[config.mk]
export PLATFORM = sky130hd
export DESIGN_NAME = instrCache
export DESIGN_NICKNAME = d
export VERILOG_FILES = /design/src/hdl/memPkg.sv /design/src/hdl/instrCache.sv
export SDC_FILE = /design/constraint.sdc
export NUM_CORES = 2
export LEC_CHECK = 0
export BUFFER_PORTS_ARGS = -buffer_cell sky130_fd_sc_hd__buf_2
export CELL_PAD_IN_SITES_DETAIL_PLACEMENT = 0
export CELL_PAD_IN_SITES_GLOBAL_PLACEMENT = 1
export CORE_ASPECT_RATIO = 0.5
export CORE_MARGIN = 2
export CORE_UTILIZATION = 35
export CTS_CLUSTER_DIAMETER = 40
export CTS_CLUSTER_SIZE = 8
export DETAILED_ROUTE_END_ITERATION = 6
export GPL_ROUTABILITY_DRIVEN = 0
export PLACE_DENSITY_LB_ADDON = 0.2
export SLEW_MARGIN = 20
export SYNTH_ARGS = -nofsm -noshare
export SYNTH_HDL_FRONTEND = slang
export SYNTH_SLANG_ARGS = --single-unit
[constraint.sdc]
create_clock -name clk -period 5.4 [get_ports clk]
set_input_delay 1.35 -clock clk [delete_from_list [all_inputs] [get_ports clk]]
set_output_delay 1.35 -clock clk [all_outputs]
set_load 0.1 [all_outputs]
[src/hdl/memPkg.sv]
// Geometry must be powers of two, addresses are physical, and MemWait must be at least 2
package memPkg;

  // Datapath and address widths
  localparam int WordBits     = 32;
  localparam int AddrBits     = 32;
  localparam int ByteLanes    = WordBits / 8;
  localparam int ByteBits     = $clog2(ByteLanes);
  localparam int WordAddrBits = AddrBits - ByteBits;

  // Cache geometry, same for both caches
  localparam int BlockWords = 4;
  localparam int CacheLines = 16;
  localparam int OffsetBits = $clog2(BlockWords);
  localparam int IndexBits  = $clog2(CacheLines);
  localparam int TagBits    = WordAddrBits - OffsetBits - IndexBits;

  // Bus memory depth and latency
  localparam int MemWords    = 1024;
  localparam int MemAddrBits = $clog2(MemWords);
  localparam int MemWait     = 2;
  localparam int WaitBits    = $clog2(MemWait + 1);

  // Cache controller states
  typedef enum logic [1:0] {
    cacheIdle,
    cacheFill,
    cacheSingle
  } cacheStateT;

  // One word transfer on the shared bus
  typedef struct packed {
    logic [WordAddrBits-1:0] addr;
    logic                    write;
    logic [ByteLanes-1:0]    mask;
    logic [WordBits-1:0]     wData;
  } busReqT;

  typedef struct packed {
    logic                valid;
    logic [AddrBits-1:0] addr;
  } fetchReqT;

  // mask is only looked at for stores
  typedef struct packed {
    logic                 valid;
    logic                 write;
    logic [AddrBits-1:0]  addr;
    logic [ByteLanes-1:0] mask;
    logic [WordBits-1:0]  wData;
  } dataReqT;

endpackage

[src/hdl/instrCache.sv]
// Fetch must stay stable while stall is high; lines are never written by stores, use invalidate
module instrCache (
  input  logic                        clk,
  input  logic                        rstN,
  input  memPkg::fetchReqT            fetch,
  input  logic                        enable,
  input  logic                        invalidate,
  input  logic                        hReady,
  input  logic [memPkg::WordBits-1:0] hRData,
  output logic [memPkg::WordBits-1:0] instr,
  output logic                        stall,
  output logic                        hRequest,
  output memPkg::busReqT              busReq
);
  import memPkg::*;

  logic [TagBits-1:0]    tagArr  [CacheLines];
  logic [WordBits-1:0]   dataArr [CacheLines][BlockWords];
  logic [CacheLines-1:0] validArr;

  cacheStateT              state;
  logic [OffsetBits-1:0]   fillCount;
  logic [WordAddrBits-1:0] wordAddr;
  logic [TagBits-1:0]      tag;
  logic [IndexBits-1:0]    index;
  logic [OffsetBits-1:0]   offset;
  logic                    hit;
  logic                    lastBeat;

  assign wordAddr = fetch.addr[AddrBits-1:ByteBits];
  assign {tag, index, offset} = wordAddr;

  // Disabled cache never hits
  assign hit      = enable && validArr[index] && (tagArr[index] == tag);
  assign lastBeat = hReady && (fillCount == OffsetBits'(BlockWords - 1));

  always_ff @(posedge clk or negedge rstN)
  begin
    if (!rstN)
    begin
      state     <= cacheIdle;
      fillCount <= '0;
      validArr  <= '0;
    end
    else
    begin
      case (state)
        cacheIdle:
          if (fetch.valid && !hit)
          begin
            state     <= enable ? cacheFill : cacheSingle;
            fillCount <= '0;
          end
        cacheFill:
          if (hReady)
          begin
            fillCount <= fillCount + 1'b1;
            if (lastBeat)
              state <= cacheIdle;
          end
        default:
          if (hReady)
            state <= cacheIdle;
      endcase
      // Line turns valid only after its last word
      if (invalidate)
        validArr <= '0;
      else if (state == cacheFill && lastBeat)
        validArr[index] <= 1'b1;
    end
  end

  // Line words arrive in address order
  always_ff @(posedge clk)
  begin
    if (state == cacheFill && hReady)
    begin
      dataArr[index][fillCount] <= hRData;
      if (lastBeat)
        tagArr[index] <= tag;
    end
  end

  always_comb
  begin
    hRequest     = (state != cacheIdle);
    busReq.addr  = (state == cacheFill) ? {tag, index, fillCount} : wordAddr;
    busReq.write = 1'b0;
    busReq.mask  = '1;
    busReq.wData = '0;
  end

  // Uncached word comes straight off the bus in its ready cycle
  assign instr = (state == cacheSingle) ? hRData : dataArr[index][offset];

  always_comb
  begin
    case (state)
      cacheIdle: stall = fetch.valid && !hit;
      cacheFill: stall = 1'b1;
      default:   stall = !hReady;
    endcase
  end

endmodule

==> flow_summary.yaml <==
grt:
  antenna_found_initial: 8
  grt_pass1_vias: 46915
  grt_remaining_overflow: 0
  grt_max_degree: 66
  grt_use_total_pct: 19.1
  grt_pass1_wl_um: 367000
cts:
  h-tree-depth: 5
  hold_buffers: 0
  clk_latency_ns: 0.86
  cts_buffers: 354
  clockBufferDepth: 4
  clockRootBuffer: "clkbuf_16"
  clk_pin_slew_worst_paths_ns: 0.04
  cts_tree: "built"
  clock-sinks: 2452
worst_setup_path:
  path_max_fanout: 7
  worstReg2RegStart: "state[1]"
  reg2reg_depth: 5
  cp_data_arrival_time_ns: 4.16
  endpoint: "instr[28]"
  cp-start-kind: "primary input"
  cp.required_ns: 4.05
  cp-startpoint: "fetch[4]"
  worst_setup_path_end_kind: "primary output"
  critPathKind: "in2out"
  r2r_setup_slack_ns: 2.17
  reg2reg_to: "dataArr[4][18]"
power:
  internal-power_mw: 34.7
  p_comb_share_pct: 8.6
  seqPwrFrac_pct: 47.3
  p_sw_share_pct: 22.4
  cellLeakagePower_nw: 37.2
  power_switching_mw: 10.0
  powerDensity_nw_per_um2: 386
  p_total_mw: 44.7
  peakVddDrop_uv: 307
  clockPowerShare_pct: 44.0
synthesis:
  synth_compound_area_share_pct: 0.777
  ys_types: 59
  async_reset_ff_share_pct: 0.816
  synth_mux_area_share_pct: 19.0
  synth_edf_count: 2432
  syn_inst: 3941
  ys_seq_area_share_pct: 77.5
  synth_ff_type: "edfxtp_1"
  synthSimpleGateAreaFrac_pct: 0.935
  ys_warn_count: 0
  syn_area_per_cell_um2: 24.1
  synth_top_family_by_area: "multiplexers"
  synthAdderAreaFrac_pct: 0.0528
  synthXorXnorAreaFrac_pct: 0.203
  synth-seq-cells: 2452
  synth_area_um2: 94800
detailed_routing:
  first_pass_iters: 5
  wl_met2_um: 126000
  drt-total-wl_um: 272000
  wl_met3_um: 19000
  drt_iter0_drc: 5105
  routedWlPerCell_um: 32.4
  avgViaCountPerCell: 5.44
  wl_met1_um: 121000
  postRouteAntennaNets: 1
  drc_errors: 0
  routed.top_layer: "met4"
  vias: 45697
timing:
  tightestPinTransition_ns: 1.14
  grt_setup_unrepaired: "true"
  fin_skew_ns: 0.0601
  final_max_slew_viol_count: 0
  slew_headroom_pct: 24.1
  timing.final.crit_share_pct: 102
  setup_ws_ns: -0.109
  fin_crit_ns: 5.51
  fmax_ghz: 0.182
  setup_violations: 26
  hold_viol_final: 0
job:
  cap_violations: 0
worst_hold_path:
  min_path_type: "in2async"
outcome:
  violations: "antenna rules, setup timing"
  status: "finished, violations left"
layout:
  multi_input_area_um2: 20800
  seq_area_um2: 73500
  final_layout_size_suffix_gt1_share_pct: 39.5
  final_area_um2: 116000
  fill_cells: 22924
  utilization_pct: 42.9
  fin_nets: 4761
  area_delta_synth_final_pct: 22.2
placement:
  portBuffers: 131
  place_area_um2: 104000
  hpwl_um: 151000
floorplan:
  fp.coreArea_um2: 270000
  rows: 135
  initial_core_util_pct: 35.1
  pin_count: 171
  dieArea_um2: 275000
  die_height_um: 372
  die_w_um: 740
## worst max-delay path, cell delays in order
cell	delay (ns)
buf_16	0.13
buf_4	0.14
buf_16	0.15
buf_12	0.14
clkbuf_16	0.16
mux4_2	0.53
mux4_2	0.53
mux4_2	0.50
mux2_2	0.29
buf_6	0.19
## logic make-up (layout without fill, tap and decap cells)
family,Yosys count,in the layout
simple gates,207,207
flops,2452,2452
xor+xnor,22,22
buf+inv,284,1068
mux,871,871
other cells,2,44
fa+ha+maj,4,4
compound gates,99,99
## power by group through the flow
| stage | Clock, mW | Sequential (mW) | Combinational [mW] |
|---|---|---|---|
| final | 19.7 | 21.2 | 3.86 |
| after global routing | 20.9 | 21.2 | 4.03 |
| after CTS | 20.1 | 21.2 | 3.66 |
| after detailed placement | 0 | 21.5 | 3.43 |
| after global placement | 0 | 21.5 | 3.40 |
| after floorplan | 0 | 21.5 | 2.09 |
## state kept, by name (all words and copies together) (netlist names)
signal and flops:
state 2, tagArr 384, fillCount 2, validArr 16, dataArr 2048
## cells in the mapped netlist (9+ instances only)
| cell type | number | share of area [%] |
|---|---|---|
| inv_1 | 14 | 0.055 |
| xnor2_1 | 16 | 0.15 |
| buf_4 | 79 | 0.63 |
| a22o_1 | 14 | 0.13 |
| dfrtp_1 | 20 | 0.53 |
| clkbuf_1 | 92 | 0.36 |
| nand3_1 | 10 | 0.053 |
| buf_2 | 47 | 0.25 |
| nand2_1 | 38 | 0.15 |
| mux2_2 | 36 | 0.43 |
| o21ai_0 | 11 | 0.058 |
| a22oi_1 | 15 | 0.12 |
| o22ai_1 | 9 | 0.059 |
| mux2i_1 | 99 | 1.0 |
| nor2_1 | 115 | 0.46 |
| edfxtp_1 | 2432 | 77 |
| buf_1 | 45 | 0.18 |
| nor3_1 | 16 | 0.084 |
| mux4_2 | 736 | 17 |
## metrics by stage
stage,TNS [ns],cells,setup slack [ns],hold WS [ns]
after detailed placement,-10.57,7863,-0.452,0.481
after floorplan,0,3976,0.0856,0.461
after CTS,-3.01,8309,-0.163,0.410
after global placement,-10.62,7863,-0.589,0.474
after global routing,-2.49,8392,-0.134,0.454
final,-1.45,8397,-0.109,0.460
## placed cells by master, fill, tap and decap left out, types with 6 or more instances in the layout
master	Yosys	final
buf_4	79	295
buf_12	0	132
buf_2	47	93
diode_2	0	7
mux2i_1	99	97
clkbuf_16	0	389
o22ai_1	9	8
inv_1	14	13
nor3_2	0	13
buf_8	0	13
o21ai_0	11	9
a31oi_1	7	7
clkbuf_1	92	41
nand3_1	10	10
nor2_4	0	70
dfrtp_1	20	20
xor2_1	6	6
mux2_4	0	30
nand2_1	38	36
a22o_1	14	14
buf_6	5	33
mux2_2	36	6
buf_16	0	28
nor2_1	115	45
inv_6	0	8
a22oi_1	15	15
edfxtp_1	2432	2432
xnor2_1	16	14
conb_1	2	37
mux4_2	736	736
## layout make-up
type | count | share of cell area (%)
Sequential cell | 2452 | 63.4
Multi-Input combinational cell | 1240 | 17.9
Clock buffer | 406 | 7.99
Timing Repair Buffer | 623 | 6.39
Tap cell | 3630 | 3.92
Clock inverter | 23 | 0.261
Inverter | 16 | 0.0583
Antenna cell | 7 | 0.0151
## what timing repair did
action                                  in CTS  in global routing
cloned                                       6                 30
endpoints found under the setup margin      33                 33
buffers inserted                            11                 52
pin swaps                                    3                  6
gates resized for setup                    138                129
## metal layers
metal | vias up | global-route usage (%)
met5 | - | 0
met2 | 1786 | 29.4
met1 | 25218 | 27.9
met4 | 0 | 5.23
li1 | 18341 | -
met3 | 352 | 3.88
## how the worst min path moves through the flow
stage,endpoint,slack [ns]
4_1_cts,validArr[2],0.41
3_5_place_dp,validArr[13],0.48
6_report,validArr[2],0.46
2_1_floorplan,validArr[12],0.46
3_3_place_gp,validArr[0],0.47
5_1_grt,validArr[2],0.45
Note: power is estimated with default switching activity, not from simulation.
