[src/hdl/memPkg.sv]
// Geometry must be powers of two, addresses are physical, and MemWait must be at least 2
package memPkg;

  // Datapath and address widths
  localparam int WordBits     = 32;
  localparam int AddrBits     = 32;
  localparam int ByteLanes    = WordBits / 8;
  localparam int ByteBits     = $clog2(ByteLanes);
  localparam int WordAddrBits = AddrBits - ByteBits;

  // Cache geometry, same for both caches
  localparam int BlockWords = 4;
  localparam int CacheLines = 16;
  localparam int OffsetBits = $clog2(BlockWords);
  localparam int IndexBits  = $clog2(CacheLines);
  localparam int TagBits    = WordAddrBits - OffsetBits - IndexBits;

  // Bus memory depth and latency
  localparam int MemWords    = 1024;
  localparam int MemAddrBits = $clog2(MemWords);
  localparam int MemWait     = 2;
  localparam int WaitBits    = $clog2(MemWait + 1);

  // Cache controller states
  typedef enum logic [1:0] {
    cacheIdle,
    cacheFill,
    cacheSingle
  } cacheStateT;

  // One word transfer on the shared bus
  typedef struct packed {
    logic [WordAddrBits-1:0] addr;
    logic                    write;
    logic [ByteLanes-1:0]    mask;
    logic [WordBits-1:0]     wData;
  } busReqT;

  typedef struct packed {
    logic                valid;
    logic [AddrBits-1:0] addr;
  } fetchReqT;

  // mask is only looked at for stores
  typedef struct packed {
    logic                 valid;
    logic                 write;
    logic [AddrBits-1:0]  addr;
    logic [ByteLanes-1:0] mask;
    logic [WordBits-1:0]  wData;
  } dataReqT;

endpackage

[src/hdl/dataCache.sv]
// Write-through, no allocate on store; stores made while disabled leave resident lines untouched
module dataCache (
  input  logic                        clk,
  input  logic                        rstN,
  input  memPkg::dataReqT             access,
  input  logic                        enable,
  input  logic                        invalidate,
  input  logic                        hReady,
  input  logic [memPkg::WordBits-1:0] hRData,
  output logic [memPkg::WordBits-1:0] readData,
  output logic                        stall,
  output logic                        hRequest,
  output memPkg::busReqT              busReq
);
  import memPkg::*;

  logic [TagBits-1:0]    tagArr  [CacheLines];
  logic [WordBits-1:0]   dataArr [CacheLines][BlockWords];
  logic [CacheLines-1:0] validArr;

  cacheStateT              state;
  logic [OffsetBits-1:0]   fillCount;
  logic [WordAddrBits-1:0] wordAddr;
  logic [TagBits-1:0]      tag;
  logic [IndexBits-1:0]    index;
  logic [OffsetBits-1:0]   offset;
  logic                    hit;
  logic                    lastBeat;
  logic                    storing;
  logic                    needBus;

  assign wordAddr = access.addr[AddrBits-1:ByteBits];
  assign {tag, index, offset} = wordAddr;

  assign hit      = enable && validArr[index] && (tagArr[index] == tag);
  assign lastBeat = hReady && (fillCount == OffsetBits'(BlockWords - 1));
  assign storing  = (state == cacheSingle) && access.write;

  // Every store goes to the bus, loads only on a miss
  assign needBus = access.valid && (access.write || !hit);

  always_ff @(posedge clk or negedge rstN)
  begin
    if (!rstN)
    begin
      state     <= cacheIdle;
      fillCount <= '0;
      validArr  <= '0;
    end
    else
    begin
      case (state)
        cacheIdle:
          if (needBus)
          begin
            state     <= (enable && !access.write) ? cacheFill : cacheSingle;
            fillCount <= '0;
          end
        cacheFill:
          if (hReady)
          begin
            fillCount <= fillCount + 1'b1;
            if (lastBeat)
              state <= cacheIdle;
          end
        default:
          if (hReady)
            state <= cacheIdle;
      endcase
      if (invalidate)
        validArr <= '0;
      else if (state == cacheFill && lastBeat)
        validArr[index] <= 1'b1;
    end
  end

  // Fill words, or merge store bytes into a resident line
  always_ff @(posedge clk)
  begin
    if (state == cacheFill && hReady)
    begin
      dataArr[index][fillCount] <= hRData;
      if (lastBeat)
        tagArr[index] <= tag;
    end
    else if (storing && hReady && hit)
    begin
      for (int b = 0; b < ByteLanes; b++)
      begin
        if (access.mask[b])
          dataArr[index][offset][8*b +: 8] <= access.wData[8*b +: 8];
      end
    end
  end

  always_comb
  begin
    hRequest     = (state != cacheIdle);
    busReq.addr  = (state == cacheFill) ? {tag, index, fillCount} : wordAddr;
    busReq.write = storing;
    busReq.mask  = storing ? access.mask : '1;
    busReq.wData = access.wData;
  end

  // Single-word loads return bus data in the ready cycle
  assign readData = (state == cacheSingle) ? hRData : dataArr[index][offset];

  always_comb
  begin
    case (state)
      cacheIdle: stall = needBus;
      cacheFill: stall = 1'b1;
      default:   stall = !hReady;
    endcase
  end

endmodule

[config.mk]
export PLATFORM = sky130hd
export DESIGN_NAME = dataCache
export DESIGN_NICKNAME = d
export VERILOG_FILES = /design/src/hdl/memPkg.sv /design/src/hdl/dataCache.sv
export SDC_FILE = /design/constraint.sdc
export NUM_CORES = 2
export LEC_CHECK = 0
export BUFFER_PORTS_ARGS = -buffer_cell sky130_fd_sc_hd__buf_2
export CAP_MARGIN = 20
export CORE_MARGIN = 2
export CORE_UTILIZATION = 45
export CTS_BUF_LIST = sky130_fd_sc_hd__clkbuf_2
export DETAILED_ROUTE_END_ITERATION = 10
export PLACE_DENSITY = 0.64
export SYNTH_ARGS = -nofsm -noshare
export SYNTH_HDL_FRONTEND = slang
export SYNTH_SLANG_ARGS = --single-unit
[constraint.sdc]
create_clock -name clk -period 10.2 [get_ports clk]
set_clock_uncertainty 0.05 [all_clocks]
set_input_delay 1.02 -clock clk [delete_from_list [all_inputs] [get_ports clk]]
set_output_delay 1.02 -clock clk [all_outputs]
set_load 0.02 [all_outputs]
==> implementation parameters <==
Parameter                              Value

Synthesis
  Cell area after synthesis ... 0.0987 mm2
  Synthesized net count ... 4474
  Syn avg cell area ... 22.6 um2
  Distinct cell type count after synthesis ... 67
  Ys flop type ... edfxtp_1
  Synth Warn # ... 0
  Register bit count reported by yosys ... 2452
  Post-Synthesis Cells ... 4363
  Share of synthesized registers carrying an async set or reset ... 0.816%
  EDFF count, synth ... 2432
  Sequential element share of the synthesized area ... 74.5%

Timing
  Post-route minimum period ... 7.46 ns
  Smallest hold slack ... 0.251 ns
  Final setup vio count ... 0
  Worst Slack Setup Final ... 2.74 ns
  Measured slew at the worst slew-check pin ... 1.27 ns
  RSZ-0062 raised after global routing ... false
  Period utilization ... 73.1%
  Maximum clock rate ... 134 MHz
  Total count of max-transition violations in the final report ... 0
  Final hold violation count ... 0
  Fin Setup TNS ... 0 ns
  Slew HR ... 15.3%

Route
  Via density per instance ... 5.81
  Routed via count ... 48600
  Highest metal layer with signal wires ... met5
  DR WL met3 ... 17.5 mm
  Routed wl met2 ... 119 mm
  Wire length per cell ... 28.6 um
  M1 WL ... 94.2 mm
  Total iterations of the first detailed-routing run ... 5
  Final routed wirelength across all metal layers ... 239 mm
  Drt first-iter violations ... 4666
  Drc violations ... 0
  Count of nets left with antenna violations after detail routing ... 0

Min path
  Hold Crit Class ... in2reg
  Launch point of the worst hold path ... access[34]
  Capture endpoint of the worst hold path ... dataArr[15][48]
  Hold Path Stages ... 4

Status
  Result of the run ... complete, no violations

Pwr
  PnR Total Power ... 18.9 mW
  Reg power frac ... 58.7%
  Power per standard cell area ... 173 mW/mm2
  Switching pwr ... 4.76 mW
  Portion of total power attributed to combinational logic ... 7.8%
  Worst voltage drop across the vdd grid ... 0.137 mV
  Power share of the clock group ... 33.5%
  Sw Ratio ... 25.1%
  Standby leakage power ... 35.3 nW
  Int Power ... 14.2 mW

Finish
  Area of the multi-input gates ... 0.0233 mm2
  Final #Nets ... 5228
  Fraction of final layout cells with drive strength greater than 1 ... 40.2%
  Finished Layout Cells ... 8366
  Fillcell total ... 17500
  Syn-to-layout area delta ... 10.8%
  Post-layout instance area ... 0.109 mm2
  Utilization of the core after routing ... 50.2%
  Footprint of the flip-flops and latches ... 0.0735 mm2

Floorplanning
  Overall die area ... 0.223 mm2
  Starting Density ... 45.3%
  Die boundary width ... 472 um
  I/O pin total ... 208
  Die height ... 472 um
  Std-Cell Core Area ... 0.218 mm2
  Total number of placement rows ... 171

Global routing
  Via count of the first global-routing pass ... 50900
  Residual overflow from global routing ... 0
  Antenna violations before repair ... 10
  Wire length of the first global-routing pass ... 346 mm
  GRT Overall Usage ... 21.4%
  Largest net degree at the start of global routing ... 160

Clock network
  Number of gates resized after CTS ... 0
  Clock Latency Late Sink ... 1.94 ns
  TritonCTS Sinks ... 2452
  CTS tree ... done
  Buffer cell driving the clock tree root ... clkbuf_2
  Buffer depth of the longest clock path ... 4
  Number of H-tree levels ... 6
  Worst-path clk slew ... 0.10 ns
  Clock buffer count from CTS ... 622

Worst setup path
  Worst Path Required ... 9.13 ns
  Crit start category ... input pin
  Critical path class ... in2out
  CP Max Fanout ... 62
  Reg2Reg Launch Point ... tagArr[10][19]
  R2R cell count ... 8
  Worst r2r dst ... dataArr[15][70]
  Crit path arrival time ... 6.39 ns
  Worst Setup End Kind ... primary output
  R2r setup slk ... 4.60 ns

Placed design
  Port-buffer cells ... 205
  Placed Cells incl. Taps ... 7172
  Estimated wirelength of the detail-placed design ... 143 mm
  GP Congestion ... 0.802
  Area after detailed placement ... 0.102 mm2
  DP Worst Slack ... 2.20 ns

Flow run
  Number of max-capacitance violations reported ... 0
## metal layers
layer	global-route usage, %	vias to the layer above
li1	-	20400
met1	27.8	25700
met2	35.0	2082
met3	4.93	468
met4	8.43	2
met5	0	-
## placed cells by master, fill, tap and decap left out, drive strengths merged, types with 13 or more instances in the layout
master,n
inv,31
clkinv,114
nand4,24
a22o,13
mux2i,83
edfxtp,2432
dfrtp,20
mux2,170
nor2,64
nand2,45
a21oi,264
buf,301
dlygate4sd3,164
mux4,740
xnor2,26
clkbuf,867
## critical path, cell delays in order
cell and delay (ns):
buf_8 0.31, buf_4 0.73, buf_4 0.87, mux4_2 0.45, a22o_1 0.25, a311oi_1 0.28, o311a_1 0.19, o21ai_0 0.13
a211oi_4 0.89, buf_4 0.40, nand4_1 0.31, o21a_1 0.28, buf_2 0.15
## final cells by class
cell class	instances	share of cell area [%]
antenna	9	0.0206
clock buffer	866	3.97
clock inverter	144	0.763
inverter	15	0.0584
multi-input combinational	1560	21.3
sequential	2452	67.3
tap	2854	3.27
timing repair buffer	466	3.29
## kinds of logic after synthesis
kind of cell,count (synthesis),synth area share [%]
buf+inv,351,2.02
compound gates,340,2.18
mux,993,19.8
xor+xnor,32,0.284
simple gates,191,1.12
flops,2452,74.5
fa+ha+maj,4,0.0507
## Yosys cell counts (all sizes together) (2+ instances only)
library cell,instances,area share (%)
o22ai,3,0.019
o221ai,2,0.018
and2,5,0.032
nor4,2,0.013
a31oi,5,0.032
a41oi,3,0.027
xnor2,26,0.23
nand2b,3,0.019
xor2,6,0.053
buf,203,1.4
inv,14,0.053
dfrtp,20,0.51
mux4,740,17
dlygate4sd3,5,0.051
clkbuf,127,0.49
nor2b,10,0.063
a2111oi,3,0.027
and3,8,0.051
o21ai,10,0.051
a22oi,9,0.068
a21o,3,0.023
nand4,24,0.33
edfxtp,2432,74
mux2,170,2.0
a21oi,264,1.5
a211oi,2,0.028
nor3,5,0.025
o2bb2ai,2,0.018
nand2,45,0.17
mux2i,83,0.84
and4,8,0.071
nand3,11,0.056
or3,5,0.032
ha,4,0.051
a221oi,10,0.11
o2111ai,2,0.024
a22o,13,0.12
nor2,64,0.24
## power groups by stage
| stage | registers (mW) | logic (mW) | clock network, mW |
|---|---|---|---|
| floorplan | 11.3 | 0.908 | 0 |
| global placement | 11.4 | 1.41 | 0 |
| detailed placement | 11.4 | 1.43 | 0 |
| CTS | 11.1 | 1.49 | 6.51 |
| global route | 11.1 | 1.56 | 6.99 |
| finish | 11.1 | 1.48 | 6.34 |
## worst max-delay path by stage
stage | end | slack, ns | startpoint | cells past startpoint
final | stall | 2.74 | access[41] | 13
after global routing | stall | 2.57 | access[41] | 13
after CTS | stall | 2.63 | access[41] | 13
after detailed placement | dataArr[11][16] | 2.20 | access[41] | 12
after global placement | dataArr[12][18] | 2.26 | access[41] | 12
after floorplan | readData[0] | 4.81 | access[40] | 10
## repair_timing
| item | 4_1_cts | 5_1_grt |
|---|---|---|
| hold buffers | 165 | 0 |
| hold endpoints to repair | 2465 | 0 |
| buffers inserted | 0 | 0 |
## registers in the layout, indices dropped and copies added (netlist names)
name       flops
state          2
dataArr     2048
fillCount      2
tagArr       384
validArr      16
Note: power is estimated with default switching activity, not from simulation.
