### config.mk
export PLATFORM = sky130hd
export DESIGN_NAME = busArbiter
export DESIGN_NICKNAME = d
export VERILOG_FILES = /design/src/hdl/memPkg.sv /design/src/hdl/busArbiter.sv
export SDC_FILE = /design/constraint.sdc
export NUM_CORES = 1
export LEC_CHECK = 0
export BUFFER_PORTS_ARGS = -buffer_cell sky130_fd_sc_hd__buf_2
export CAP_MARGIN = 10
export CELL_PAD_IN_SITES_DETAIL_PLACEMENT = 0
export CELL_PAD_IN_SITES_GLOBAL_PLACEMENT = 1
export CORE_ASPECT_RATIO = 0.7
export CORE_MARGIN = 2
export CORE_UTILIZATION = 16
export CTS_CLUSTER_DIAMETER = 50
export CTS_CLUSTER_SIZE = 14
export DETAILED_ROUTE_END_ITERATION = 10
export PLACE_DENSITY = 0.91
export RECOVER_POWER = 100
export SLEW_MARGIN = 20
export SYNTH_ARGS = -nofsm -noshare
export SYNTH_HDL_FRONTEND = slang
export SYNTH_SLANG_ARGS = --single-unit
### constraint.sdc
create_clock -name clk -period 3.4 [get_ports clk]
set_input_delay 0.17 -clock clk [delete_from_list [all_inputs] [get_ports clk]]
set_output_delay 0.17 -clock clk [all_outputs]
set_load 0.05 [all_outputs]
### src/hdl/memPkg.sv
// Geometry must be powers of two, addresses are physical, and MemWait must be at least 2
package memPkg;

  // Datapath and address widths
  localparam int WordBits     = 32;
  localparam int AddrBits     = 32;
  localparam int ByteLanes    = WordBits / 8;
  localparam int ByteBits     = $clog2(ByteLanes);
  localparam int WordAddrBits = AddrBits - ByteBits;

  // Cache geometry, same for both caches
  localparam int BlockWords = 4;
  localparam int CacheLines = 16;
  localparam int OffsetBits = $clog2(BlockWords);
  localparam int IndexBits  = $clog2(CacheLines);
  localparam int TagBits    = WordAddrBits - OffsetBits - IndexBits;

  // Bus memory depth and latency
  localparam int MemWords    = 1024;
  localparam int MemAddrBits = $clog2(MemWords);
  localparam int MemWait     = 2;
  localparam int WaitBits    = $clog2(MemWait + 1);

  // Cache controller states
  typedef enum logic [1:0] {
    cacheIdle,
    cacheFill,
    cacheSingle
  } cacheStateT;

  // One word transfer on the shared bus
  typedef struct packed {
    logic [WordAddrBits-1:0] addr;
    logic                    write;
    logic [ByteLanes-1:0]    mask;
    logic [WordBits-1:0]     wData;
  } busReqT;

  typedef struct packed {
    logic                valid;
    logic [AddrBits-1:0] addr;
  } fetchReqT;

  // mask is only looked at for stores
  typedef struct packed {
    logic                 valid;
    logic                 write;
    logic [AddrBits-1:0]  addr;
    logic [ByteLanes-1:0] mask;
    logic [WordBits-1:0]  wData;
  } dataReqT;

endpackage

### src/hdl/busArbiter.sv
// Data cache wins ties; an owner keeps the bus until its ready pulse, one beat per grant
module busArbiter (
  input  logic           clk,
  input  logic           rstN,
  input  logic           hRequestF,
  input  memPkg::busReqT busReqF,
  input  logic           hRequestM,
  input  memPkg::busReqT busReqM,
  input  logic           hReady,
  output logic           hReadyF,
  output logic           hReadyM,
  output logic           hRequest,
  output memPkg::busReqT busReq
);

  typedef enum logic [1:0] {
    grantIdle,
    grantData,
    grantFetch
  } grantT;

  grantT state;
  logic  pickData;
  logic  pickFetch;

  // Choice in idle is combinational so the memory sees the request the same cycle
  assign pickData  = (state == grantData) || (state == grantIdle && hRequestM);
  assign pickFetch = (state == grantFetch) || (state == grantIdle && !hRequestM);

  always_ff @(posedge clk or negedge rstN)
  begin
    if (!rstN)
      state <= grantIdle;
    else
    begin
      case (state)
        grantIdle:
          if (hRequestM)
            state <= grantData;
          else if (hRequestF)
            state <= grantFetch;
        default:
          if (hReady)
            state <= grantIdle;
      endcase
    end
  end

  assign hRequest = (pickData && hRequestM) || (pickFetch && hRequestF);
  assign busReq   = pickData ? busReqM : busReqF;

  // Ready goes back only to the owner
  assign hReadyM = hReady && (state == grantData);
  assign hReadyF = hReady && (state == grantFetch);

endmodule

==> results.md, run 1 <==
| Metric | Value | Unit |
|---|---|---|
| Run status | completed | - |
| Share of the synthesized area in compound gates (AO/OA/AOI/OAI) | 1.80 | % |
| Die Span X | 101 | µm |
| Total Wirelength | 4810 | µm |
| Routed vias/inst | 4.13 | - |
| Clock root buffer master | sky130_fd_sc_hd__clkbuf_8 | - |
| Critical Path Fanout Max | 24 | - |
| DRC violation count after routing | 0 | - |
| Antenna-violating nets left | 0 | - |
| Post-synthesis instance total | 86 | - |
| Endpoint type of the worst setup path | output pin | - |
| Leading registers by flop count | state (2) | - |
| Maximum clock insertion buffer count | 2 | - |
| Chip Height | 71.6 | µm |
| Category of the critical setup timing path | flip-flop to output pin | - |
| Number of setup buffers added after CTS | 0 | - |
| Vias in the first global route | 1426 | - |
| Slew margin rel. | 14.4 | % |
| Final HPWL from detailed placement | 4290 | µm |
| Setup repair after global routing missed its margin | false | - |
| Initial DRT Pass Iterations | 4 | - |
| Reg-to-reg slack, setup | 2510 | ps |
| Number of vias after detailed routing | 1531 | - |
| Flip-flop count of the largest register, all copies and words added | 2 | - |
| Yosys reg bits | 2 | - |
| Global-route wire length before repair | 6620 | µm |
| Nature of the critical path startpoint | flip-flop | - |
| Critical path, cell by cell | o21bai_2, buf_12, mux2_4, clkbuf_1 | - |
| CTS clk-pin slew, worst paths | 30 | ps |
| Slew Viols, Final | 0 | - |
| Core footprint | 0.00628 | mm² |
| Starting density of the core | 16.6 | % |
| Post-route cell area | 0.00218 | mm² |
| Parity-gate share of the synthesized area counting xor and xnor cells | 0 | % |
| Adder-cell area share of the yosys netlist | 0 | % |
| Maximum cell stage delay along the critical path | 1010 | ps |
| Post-synthesis to final-layout area growth | 109 | % |
| Number of distinct library cells after synthesis | 12 | - |
| TritonCTS clock tree | done | - |
| Count of final setup violators | 0 | - |
| Share of the core filled with cells in the final layout | 34.8 | % |
| Detailed Route Iter0 Violations | 20 | - |
| Num rows | 24 | - |
| Reg with most FFs | state | - |
| Cells after DPL | 367 | - |
| Area of the die | 0.00720 | mm² |
| # port buffers | 208 | - |
| TritonCTS Buffers | 3 | - |
| Dominant combinational cell family by area after synthesis | multiplexers | - |
| Storage cell area | 50.0 | µm² |
| Placed standard-cell area | 0.00217 | mm² |
| Cell area power density | 468 | mW/mm² |
| Insertion delay of the later-clocked pin in the worst-skew pair | 210 | ps |
| Hold slack | 183 | ps |
| Nets | 434 | - |
| Synth Net Count | 225 | - |
| Cell with the largest stage delay on the worst path | sky130_fd_sc_hd__o21bai_2 | - |
| CTS-repair resized insts | 0 | - |
| Drt wl/cell | 13.0 | µm |
| Final cell count without fillers | 371 | - |
| Post-Route Setup TNS | 0 | ps |
| Total GRT Usage | 11.3 | % |
| Final worst path period share | 80.4 | % |
| Max Cap Violations | 0 | - |
| Seq/Total Area, Yosys | 4.79 | % |
| Cell type with the highest aggregate area in the netlist | sky130_fd_sc_hd__mux2_4 | - |
| Final hold viol count | 0 | - |
| Clock Skews | 2.65 | ps |
| Share of synthesized area spent on multiplexers | 84.0 | % |
| Number of warning messages in the yosys log | 0 | - |
| Leakage component of the power | 1.23 | nW |
| Cells taking the most area after synthesis | sky130_fd_sc_hd__mux2_4, sky130_fd_sc_hd__mux2_2, sky130_fd_sc_hd__dfrtp_1 | - |
| Number of clock sinks seen by CTS | 2 | - |
| Transition time at the pin with the least slew margin | 1280 | ps |
| Area fraction in and, or, nand and nor cells after synthesis | 3.71 | % |
| WP data required | 3230 | ps |
| Top Ports | 209 | - |
| Mapped Avg Cell Area | 12.1 | µm² |
| Maximum ir drop on the vdd rail | 0.170 | mV |
| Antenna violations before repair | 0 | - |
| Fraction of layout cells with a size suffix above 1 | 86.7 | % |
| Class of the most critical hold timing path | input pin to flip-flop | - |
| GPL Wtd Cong | 0.754 | - |
| Total area of multi-input combinational cells | 935 | µm² |
| GRT Residual Overflow | 0 | - |
| Number of levels the H-tree was split into | 1 | - |
| Shortest period the worst path allows | 2730 | ps |
| Number of antenna repair diodes | 0 | - |
| Largest net degree at the start of global routing | 27 | - |
| Arr. time, crit path | 2560 | ps |
| Top cell type's share of synthesized area | 43.1 | % |
| Cell Area, Synth | 0.00104 | mm² |
| Max Fclk | 366 | MHz |
| Count of filler cells inserted in the layout | 654 | - |
-- timing repair --
| item | CTS | global route |
|---|---|---|
| endpoints found under the setup margin | 0 | 0 |
| endpoints found under the hold margin | 2 | 0 |
| hold buffers | 1 | 0 |
-- path summary, 6_finish.rpt --
check	start	endpoint	depth (start not counted)
hold reg to reg	state[0]$_DFFE_PN0P_	state[0]$_DFFE_PN0P_	1
setup / recovery	state[0]$_DFFE_PN0P_	busReq[52]	4
hold / removal	hReady	state[0]$_DFFE_PN0P_	2
max in group asynchronous	rstN	state[0]$_DFFE_PN0P_	2
min in group asynchronous	rstN	state[1]$_DFFE_PN0P_	2
setup reg to reg	state[0]$_DFFE_PN0P_	state[1]$_DFFE_PN0P_	2
-- per-layer routing --
layer | routed length, µm | up-vias | GRT usage [%] | share of wire [%]
li1 | - | 740 | - | -
met1 | 1860 | 675 | 13.8 | 39
met2 | 2460 | 114 | 21.0 | 51
met3 | 483 | 2 | 1.85 | 10
met4 | 14 | 0 | 1.83 | 0.29
met5 | 0 | - | 0 | 0
-- kinds of logic (layout without fill, tap and decap cells) --
group                  count (synthesis)  in the layout
multiplexers                          68             68
AND/OR/NAND/NOR                        7              7
buffers and inverters                  7            214
AO/OA/AOI/OAI                          2              2
flip-flops                             2              2
-- per-stage QoR --
stage          setup slack (ps)  total power [mW]
4_1_cts                    1040              1.05
2_1_floorplan              1920             0.747
6_report                    668              1.02
3_5_place_dp               1270             0.947
3_3_place_gp               1310             0.939
5_1_grt                     480              1.06
-- area by class of cell --
cell class	instances	share of cell area, %
Sequential cell	2	2.29
Tap cell	78	4.47
Timing Repair Buffer	211	48.5
Multi-Input combinational cell	77	42.8
Clock buffer	3	1.89
-- critical path, delay by kind of cell, from the launching register on --
family / cells / cell delay, ps
buf+inv: 2 / 740
compound gates: 1 / 1010
flops: 1 / 410
mux: 1 / 170
-- where the power goes --
part | total [mW] | internal (mW) | switching [mW] | leakage, nW
Sequential | 0.0325 | 0.0275 | 0.00495 | 0.0251
Clock | 0.0921 | 0.0747 | 0.0174 | 0.0216
Combinational | 0.897 | 0.304 | 0.593 | 1.19
Total | 1.02 | 0.406 | 0.615 | 1.23
-- synthesized netlist by cell type --
cell type                  number
sky130_fd_sc_hd__and3b_1        1
sky130_fd_sc_hd__buf_2          3
sky130_fd_sc_hd__buf_6          4
sky130_fd_sc_hd__dfrtp_1        2
sky130_fd_sc_hd__mux2_2        37
sky130_fd_sc_hd__mux2_4        30
sky130_fd_sc_hd__mux2i_1        1
sky130_fd_sc_hd__nand2_1        2
sky130_fd_sc_hd__nand2b_1       3
sky130_fd_sc_hd__nor2_1         1
sky130_fd_sc_hd__o21bai_2       1
sky130_fd_sc_hd__o31ai_1        1
-- cell usage in the layout, fill, tap and decap left out --
cell type	netlist	layout
sky130_fd_sc_hd__buf_2	3	182
sky130_fd_sc_hd__mux2_2	37	36
sky130_fd_sc_hd__mux2_4	30	30
sky130_fd_sc_hd__clkbuf_1	0	26
sky130_fd_sc_hd__nand2b_1	3	3
sky130_fd_sc_hd__clkbuf_8	0	3
sky130_fd_sc_hd__nand2_1	2	2
sky130_fd_sc_hd__buf_12	0	2
sky130_fd_sc_hd__dfrtp_1	2	2
sky130_fd_sc_hd__o21bai_2	1	1
sky130_fd_sc_hd__mux2_1	0	1
sky130_fd_sc_hd__nor2_1	1	1
sky130_fd_sc_hd__and3b_1	1	1
sky130_fd_sc_hd__mux2i_1	1	1
sky130_fd_sc_hd__o31ai_1	1	1
sky130_fd_sc_hd__dlygate4sd3_1	0	1
(Power assumes the default switching activity.)
==> run 2, diff against run 1 <==
- CORE_UTILIZATION: 16 -> 15
- PLACE_DENSITY: 0.91 -> 0.87
- clock period: 3.4 -> 2.69 ns (I/O delays scaled with it)
==> run 2 against run 1 <==
Die area up 6.3%. First-iteration DRC count grew 75%. Hold slack got worse by 38 ps. Combinational power rose by 23%. Wire length down 9.5%.
==> results.md, run 2 (synthesis gave the netlist of run 1 again) <==
| Metric | Value | Unit |
|---|---|---|
| CTS clk-pin slew, worst paths | 30 | ps |
| Final worst-path setup slack | 453 | ps |
| Cell with the largest stage delay on the worst path | sky130_fd_sc_hd__clkbuf_2 | - |
| Reg with most FFs | state | - |
| Cell area power density | 581 | mW/mm² |
| Shortest period the worst path allows | 2240 | ps |
| WP data required | 2560 | ps |
| Most frequent standard cell in the layout excluding fill and tap cells | sky130_fd_sc_hd__buf_2 | - |
| Worst reg2reg path depth | 2 | - |
| Nature of the critical path startpoint | flip-flop | - |
| Post-synthesis to final-layout area growth | 108 | % |
| Cells after DPL | 383 | - |
| Instance count on the critical path | 4 | - |
| Leakage component of the power | 1.20 | nW |
| Antenna-violating nets left | 0 | - |
| Critical path, cell by cell | o21bai_4, clkbuf_2, mux2_2, clkbuf_2 | - |
| Number of levels the H-tree was split into | 1 | - |
| Slew margin rel. | 47.0 | % |
| GPL Wtd Cong | 0.743 | - |
| TritonCTS clock tree | done | - |
| Detailed Route Iter0 Violations | 35 | - |
| Post-Route Setup TNS | 0 | ps |
| Num rows | 25 | - |
| Share of the core filled with cells in the final layout | 32.1 | % |
| # port buffers | 208 | - |
| Number of clock sinks seen by CTS | 2 | - |
| Max Cap Violations | 0 | - |
| Chip Height | 73.8 | µm |
| Number of vias after detailed routing | 1483 | - |
| Run status | completed | - |
| Count of final setup violators | 0 | - |
| Class of the most critical hold timing path | input pin to flip-flop | - |
| Largest net degree at the start of global routing | 35 | - |
| Initial DRT Pass Iterations | 4 | - |
| Total Power Consumption | 1.26 | mW |
| Most frequent cells in the layout | sky130_fd_sc_hd__buf_2, sky130_fd_sc_hd__mux2_2, sky130_fd_sc_hd__clkbuf_1 | - |
| Nets | 434 | - |
| Switch Pwr | 0.766 | mW |
| GRT Residual Overflow | 0 | - |
| Number of antenna repair diodes | 0 | - |
| Crit path buffers/inverters | 2 | - |
| Final worst path period share | 83.2 | % |
| Routed vias/inst | 3.83 | - |
| Total Wirelength | 4360 | µm |
| Placed standard-cell area | 0.00217 | mm² |
| Endpoint type of the worst setup path | output pin | - |
| Die Span X | 104 | µm |
| Sequential group share of total power | 3.3 | % |
| Core footprint | 0.00676 | mm² |
| Maximum ir drop on the vdd rail | 0.218 | mV |
| Antenna violations before repair | 0 | - |
| Setup repair after global routing missed its margin | false | - |
| Area of the die | 0.00766 | mm² |
| Maximum cell stage delay along the critical path | 630 | ps |
| Top Ports | 209 | - |
| Final hold viol count | 0 | - |
| Starting density of the core | 15.5 | % |
| Post-route cell area | 0.00217 | mm² |
| Clock root buffer master | sky130_fd_sc_hd__clkbuf_8 | - |
| Slew Viols, Final | 0 | - |
| Final cell count without fillers | 387 | - |
| Clock Skews | 2.13 | ps |
| Leading registers by flop count | state (2) | - |
| Cell occurring most often along the worst timing path | sky130_fd_sc_hd__clkbuf_2 | - |
| Placement-stage worst setup slack | 833 | ps |
| TritonCTS Buffers | 3 | - |
| Clk network pwr share | 9.1 | % |
| Final HPWL from detailed placement | 3840 | µm |
| Vias in the first global route | 1378 | - |
| Arr. time, crit path | 2100 | ps |
| Max Fclk | 447 | MHz |
| Maximum clock insertion buffer count | 2 | - |
| Combinational fraction of design power | 87.6 | % |
| Kind of cell adding the most delay to the critical path | buffers and inverters | - |
| Flip-flop count of the largest register, all copies and words added | 2 | - |
| Global-route wire length before repair | 6150 | µm |
| Category of the critical setup timing path | flip-flop to output pin | - |
| Insertion delay of the later-clocked pin in the worst-skew pair | 210 | ps |
| Hold slack | 145 | ps |
| Switching power share of the total | 60.8 | % |
| Internal Dissipation | 0.494 | mW |
| Depth of the worst hold-timing path | 2 | - |
| Fraction of layout cells with a size suffix above 1 | 83.3 | % |
| Total GRT Usage | 9.66 | % |
| DRC violation count after routing | 0 | - |
| Critical Path Fanout Max | 33 | - |
| Transition time at the pin with the least slew margin | 795 | ps |
| Drt wl/cell | 11.3 | µm |
-- run 2: changes by cell type in the layout (fill, tap and decap cells not counted), sizes merged --
cell	previous run	this run
buf	184	170
clkbuf	29	43
-- run 2: final cells by class --
cell class | count | area (µm²)
Fill cell | 747 | 4590
Timing Repair Buffer | 211 | 1020
Multi-Input combinational cell | 77 | 942
Tap cell | 94 | 118
Sequential cell | 2 | 50.0
Clock buffer | 3 | 41.3
-- run 2: what timing repair did --
item | CTS | global route
hold buffers | 1 | 0
endpoints found under the hold margin | 2 | 0
setup buffers | 0 | 0
gates resized for setup | 0 | 0
-- run 2: power by group through the flow --
stage	registers, mW	logic (mW)	clock network (mW)
3_5_place_dp	0.0419	1.13	0
5_1_grt	0.0432	1.16	0.124
6_report	0.0418	1.10	0.114
4_1_cts	0.0416	1.13	0.119
2_1_floorplan	0.0398	0.904	0
3_3_place_gp	0.0415	1.12	0
-- run 2: metal layers --
layer / global-route usage (%) / wire [µm] / vias to the layer above
li1: - / - / 739
met1: 11.1 / 1680 / 637
met2: 18.3 / 2170 / 105
met3: 2.75 / 493 / 2
met4: 1.80 / 19 / 0
met5: 0 / 0 / -
-- run 2: final timing paths --
path                                            from              endpoint  slack (ps)
worst min-delay path                          hReady  state[0]$_DFFE_PN0P_         140
max in group asynchronous                       rstN  state[1]$_DFFE_PN0P_        2290
min in group asynchronous                       rstN  state[0]$_DFFE_PN0P_         260
worst min register to register  state[1]$_DFFE_PN0P_  state[1]$_DFFE_PN0P_         540
worst max-delay path            state[0]$_DFFE_PN0P_            busReq[15]         450
worst max register to register  state[0]$_DFFE_PN0P_  state[1]$_DFFE_PN0P_        1780
==> run 3, diff against run 2 <==
- clock period: 2.69 -> 2.2 ns (I/O delays scaled with it)
==> run 3 against run 2 <==
Highest routed layer unchanged. Via count is 0.81% higher. Largest cell class unchanged. Non-clock buffer count stayed put. Flip-flop and latch count stayed put. Hold slack worse by 21 ps. Critical path type unchanged. Critical endpoint is now busReq[9]. Critical path depth stayed put.
==> results.md, run 3 (synthesis gave the netlist of run 1 again) <==
| Metric | Value | Unit |
|---|---|---|
| Share of the core filled with cells in the final layout | 32.3 | % |
| Antenna-violating nets left | 0 | - |
| Number of setup buffers added after CTS | 0 | - |
| Final hold viol count | 0 | - |
| Clock root buffer master | sky130_fd_sc_hd__clkbuf_8 | - |
| Starting density of the core | 15.5 | % |
| Post-Route Setup TNS | 0 | ps |
| GPL Wtd Cong | 0.761 | - |
| Maximum clock insertion buffer count | 2 | - |
| Reg with most FFs | state | - |
| Class of the most critical hold timing path | input pin to flip-flop | - |
| CTS clk-pin slew, worst paths | 30 | ps |
| Maximum ir drop on the vdd rail | 0.247 | mV |
| Reg-to-reg slack, setup | 1270 | ps |
| Fraction of layout cells with a size suffix above 1 | 83.3 | % |
| Total GRT Usage | 9.58 | % |
| Insertion delay of the later-clocked pin in the worst-skew pair | 210 | ps |
| Nets | 434 | - |
| Crit Reg-Reg Endpoint | state[1]$_DFFE_PN0P_ | - |
| Internal Dissipation | 0.609 | mW |
| Detailed Route Iter0 Violations | 35 | - |
| TritonCTS clock tree | done | - |
| Initial DRT Pass Iterations | 2 | - |
| Hold worst-path end | state[0]$_DFFE_PN0P_ | - |
| WP data required | 2090 | ps |
| Antenna violations before repair | 0 | - |
| Final worst-path setup slack | 159 | ps |
| Setup repair after global routing missed its margin | false | - |
| Depth of the worst hold-timing path | 2 | - |
| Post-route cell area | 0.00218 | mm² |
| Final HPWL from detailed placement | 3880 | µm |
| Number of levels the H-tree was split into | 1 | - |
| DRC violation count after routing | 0 | - |
| Top Ports | 209 | - |
| Leading registers by flop count | state (2) | - |
| Total Power Consumption | 1.55 | mW |
| Leakage component of the power | 1.21 | nW |
| Met2 GRT Util | 18.0 | % |
| Final worst path period share | 92.8 | % |
| Routed vias/inst | 3.86 | - |
| Worst reg2reg path depth | 2 | - |
| Placement-stage worst setup slack | 431 | ps |
| Global routing met1 resource utilization | 11.1 | % |
| R2r startpoint | state[0]$_DFFE_PN0P_ | - |
| Hold slack | 124 | ps |
| Busiest grt layer | met2 | - |
| Global-route wire length before repair | 6000 | µm |
| Shortest period the worst path allows | 2040 | ps |
| Post-synthesis to final-layout area growth | 109 | % |
| Arr. time, crit path | 1930 | ps |
| Max Fclk | 490 | MHz |
| Met3 GRT Util | 2.31 | % |
| Slew margin rel. | 58.1 | % |
| CTS Hold Bufs | 1 | - |
| Drt wl/cell | 11.4 | µm |
| Max Cap Violations | 0 | - |
| Number of vias after detailed routing | 1495 | - |
| Switching power share of the total | 60.8 | % |
| Run status | completed | - |
| Largest net degree at the start of global routing | 35 | - |
| Transition time at the pin with the least slew margin | 632 | ps |
| Total Wirelength | 4420 | µm |
| Clock Skews | 4.27 | ps |
| Vias in the first global route | 1368 | - |
| Most frequent standard cell in the layout excluding fill and tap cells | sky130_fd_sc_hd__buf_2 | - |
| CTS-repair resized insts | 0 | - |
| Cell area power density | 712 | mW/mm² |
| Number of clock sinks seen by CTS | 2 | - |
| GRT Residual Overflow | 0 | - |
| Flip-flop count of the largest register, all copies and words added | 2 | - |
| Sequential group share of total power | 3.3 | % |
| Critical Path Fanout Max | 33 | - |
| Num rows | 25 | - |
| Category of the critical setup timing path | flip-flop to output pin | - |
| Chip Height | 73.8 | µm |
| Combinational fraction of design power | 87.5 | % |
| Final cell count without fillers | 387 | - |
| Cells after DPL | 383 | - |
| Startpoint of the tightest hold check path | hReady | - |
| # port buffers | 208 | - |
| Count of final setup violators | 0 | - |
| Switch Pwr | 0.945 | mW |
| Nature of the critical path startpoint | flip-flop | - |
| Clk network pwr share | 9.2 | % |
| Slew Viols, Final | 0 | - |
| Most frequent cells in the layout | sky130_fd_sc_hd__buf_2, sky130_fd_sc_hd__mux2_2, sky130_fd_sc_hd__clkbuf_1 | - |
| Core footprint | 0.00676 | mm² |
| Placed standard-cell area | 0.00218 | mm² |
| Area of the die | 0.00766 | mm² |
| Endpoint type of the worst setup path | output pin | - |
| Number of antenna repair diodes | 0 | - |
| TritonCTS Buffers | 3 | - |
| Die Span X | 104 | µm |
==> run 3: layout make-up <==
| type | instances | area, µm² |
|---|---|---|
| Sequential cell | 2 | 50.0 |
| Multi-Input combinational cell | 77 | 942 |
| Timing Repair Buffer | 211 | 1030 |
| Clock buffer | 3 | 41.3 |
| Tap cell | 94 | 118 |
| Fill cell | 744 | 4570 |
==> run 3: worst max path at each step <==
stage | startpoint | end | cells past startpoint
after CTS | state[0]$_DFFE_PN0P_ | busReq[12] | 4
after detailed placement | state[0]$_DFFE_PN0P_ | busReq[12] | 4
after global placement | state[0]$_DFFE_PN0P_ | busReq[12] | 4
after global routing | state[0]$_DFFE_PN0P_ | busReq[4] | 4
final | state[0]$_DFFE_PN0P_ | busReq[9] | 4
after floorplan | state[0]$_DFFE_PN0P_ | busReq[36] | 4
==> run 3: metal layers <==
layer	wire (µm)	part of all wire [%]
met1	1710	39
met2	2210	50
met4	27	0.61
met3	462	10
met5	0	0
==> run 3: power by group through the flow <==
stage               clock network [mW]  logic, mW  registers [mW]
global route                     0.155       1.42          0.0526
CTS                              0.150       1.40          0.0518
global placement                     0       1.38          0.0510
floorplan                            0       1.11          0.0487
detailed placement                   0       1.39          0.0520
finish                           0.143       1.36          0.0515
==> run 3: critical path, cell delays in order (launching register included) <==
cell and delay [ps]:
sky130_fd_sc_hd__dfrtp_1 430, sky130_fd_sc_hd__o21bai_4 200, sky130_fd_sc_hd__clkbuf_4 440, sky130_fd_sc_hd__mux2_2 390, sky130_fd_sc_hd__clkbuf_2 240
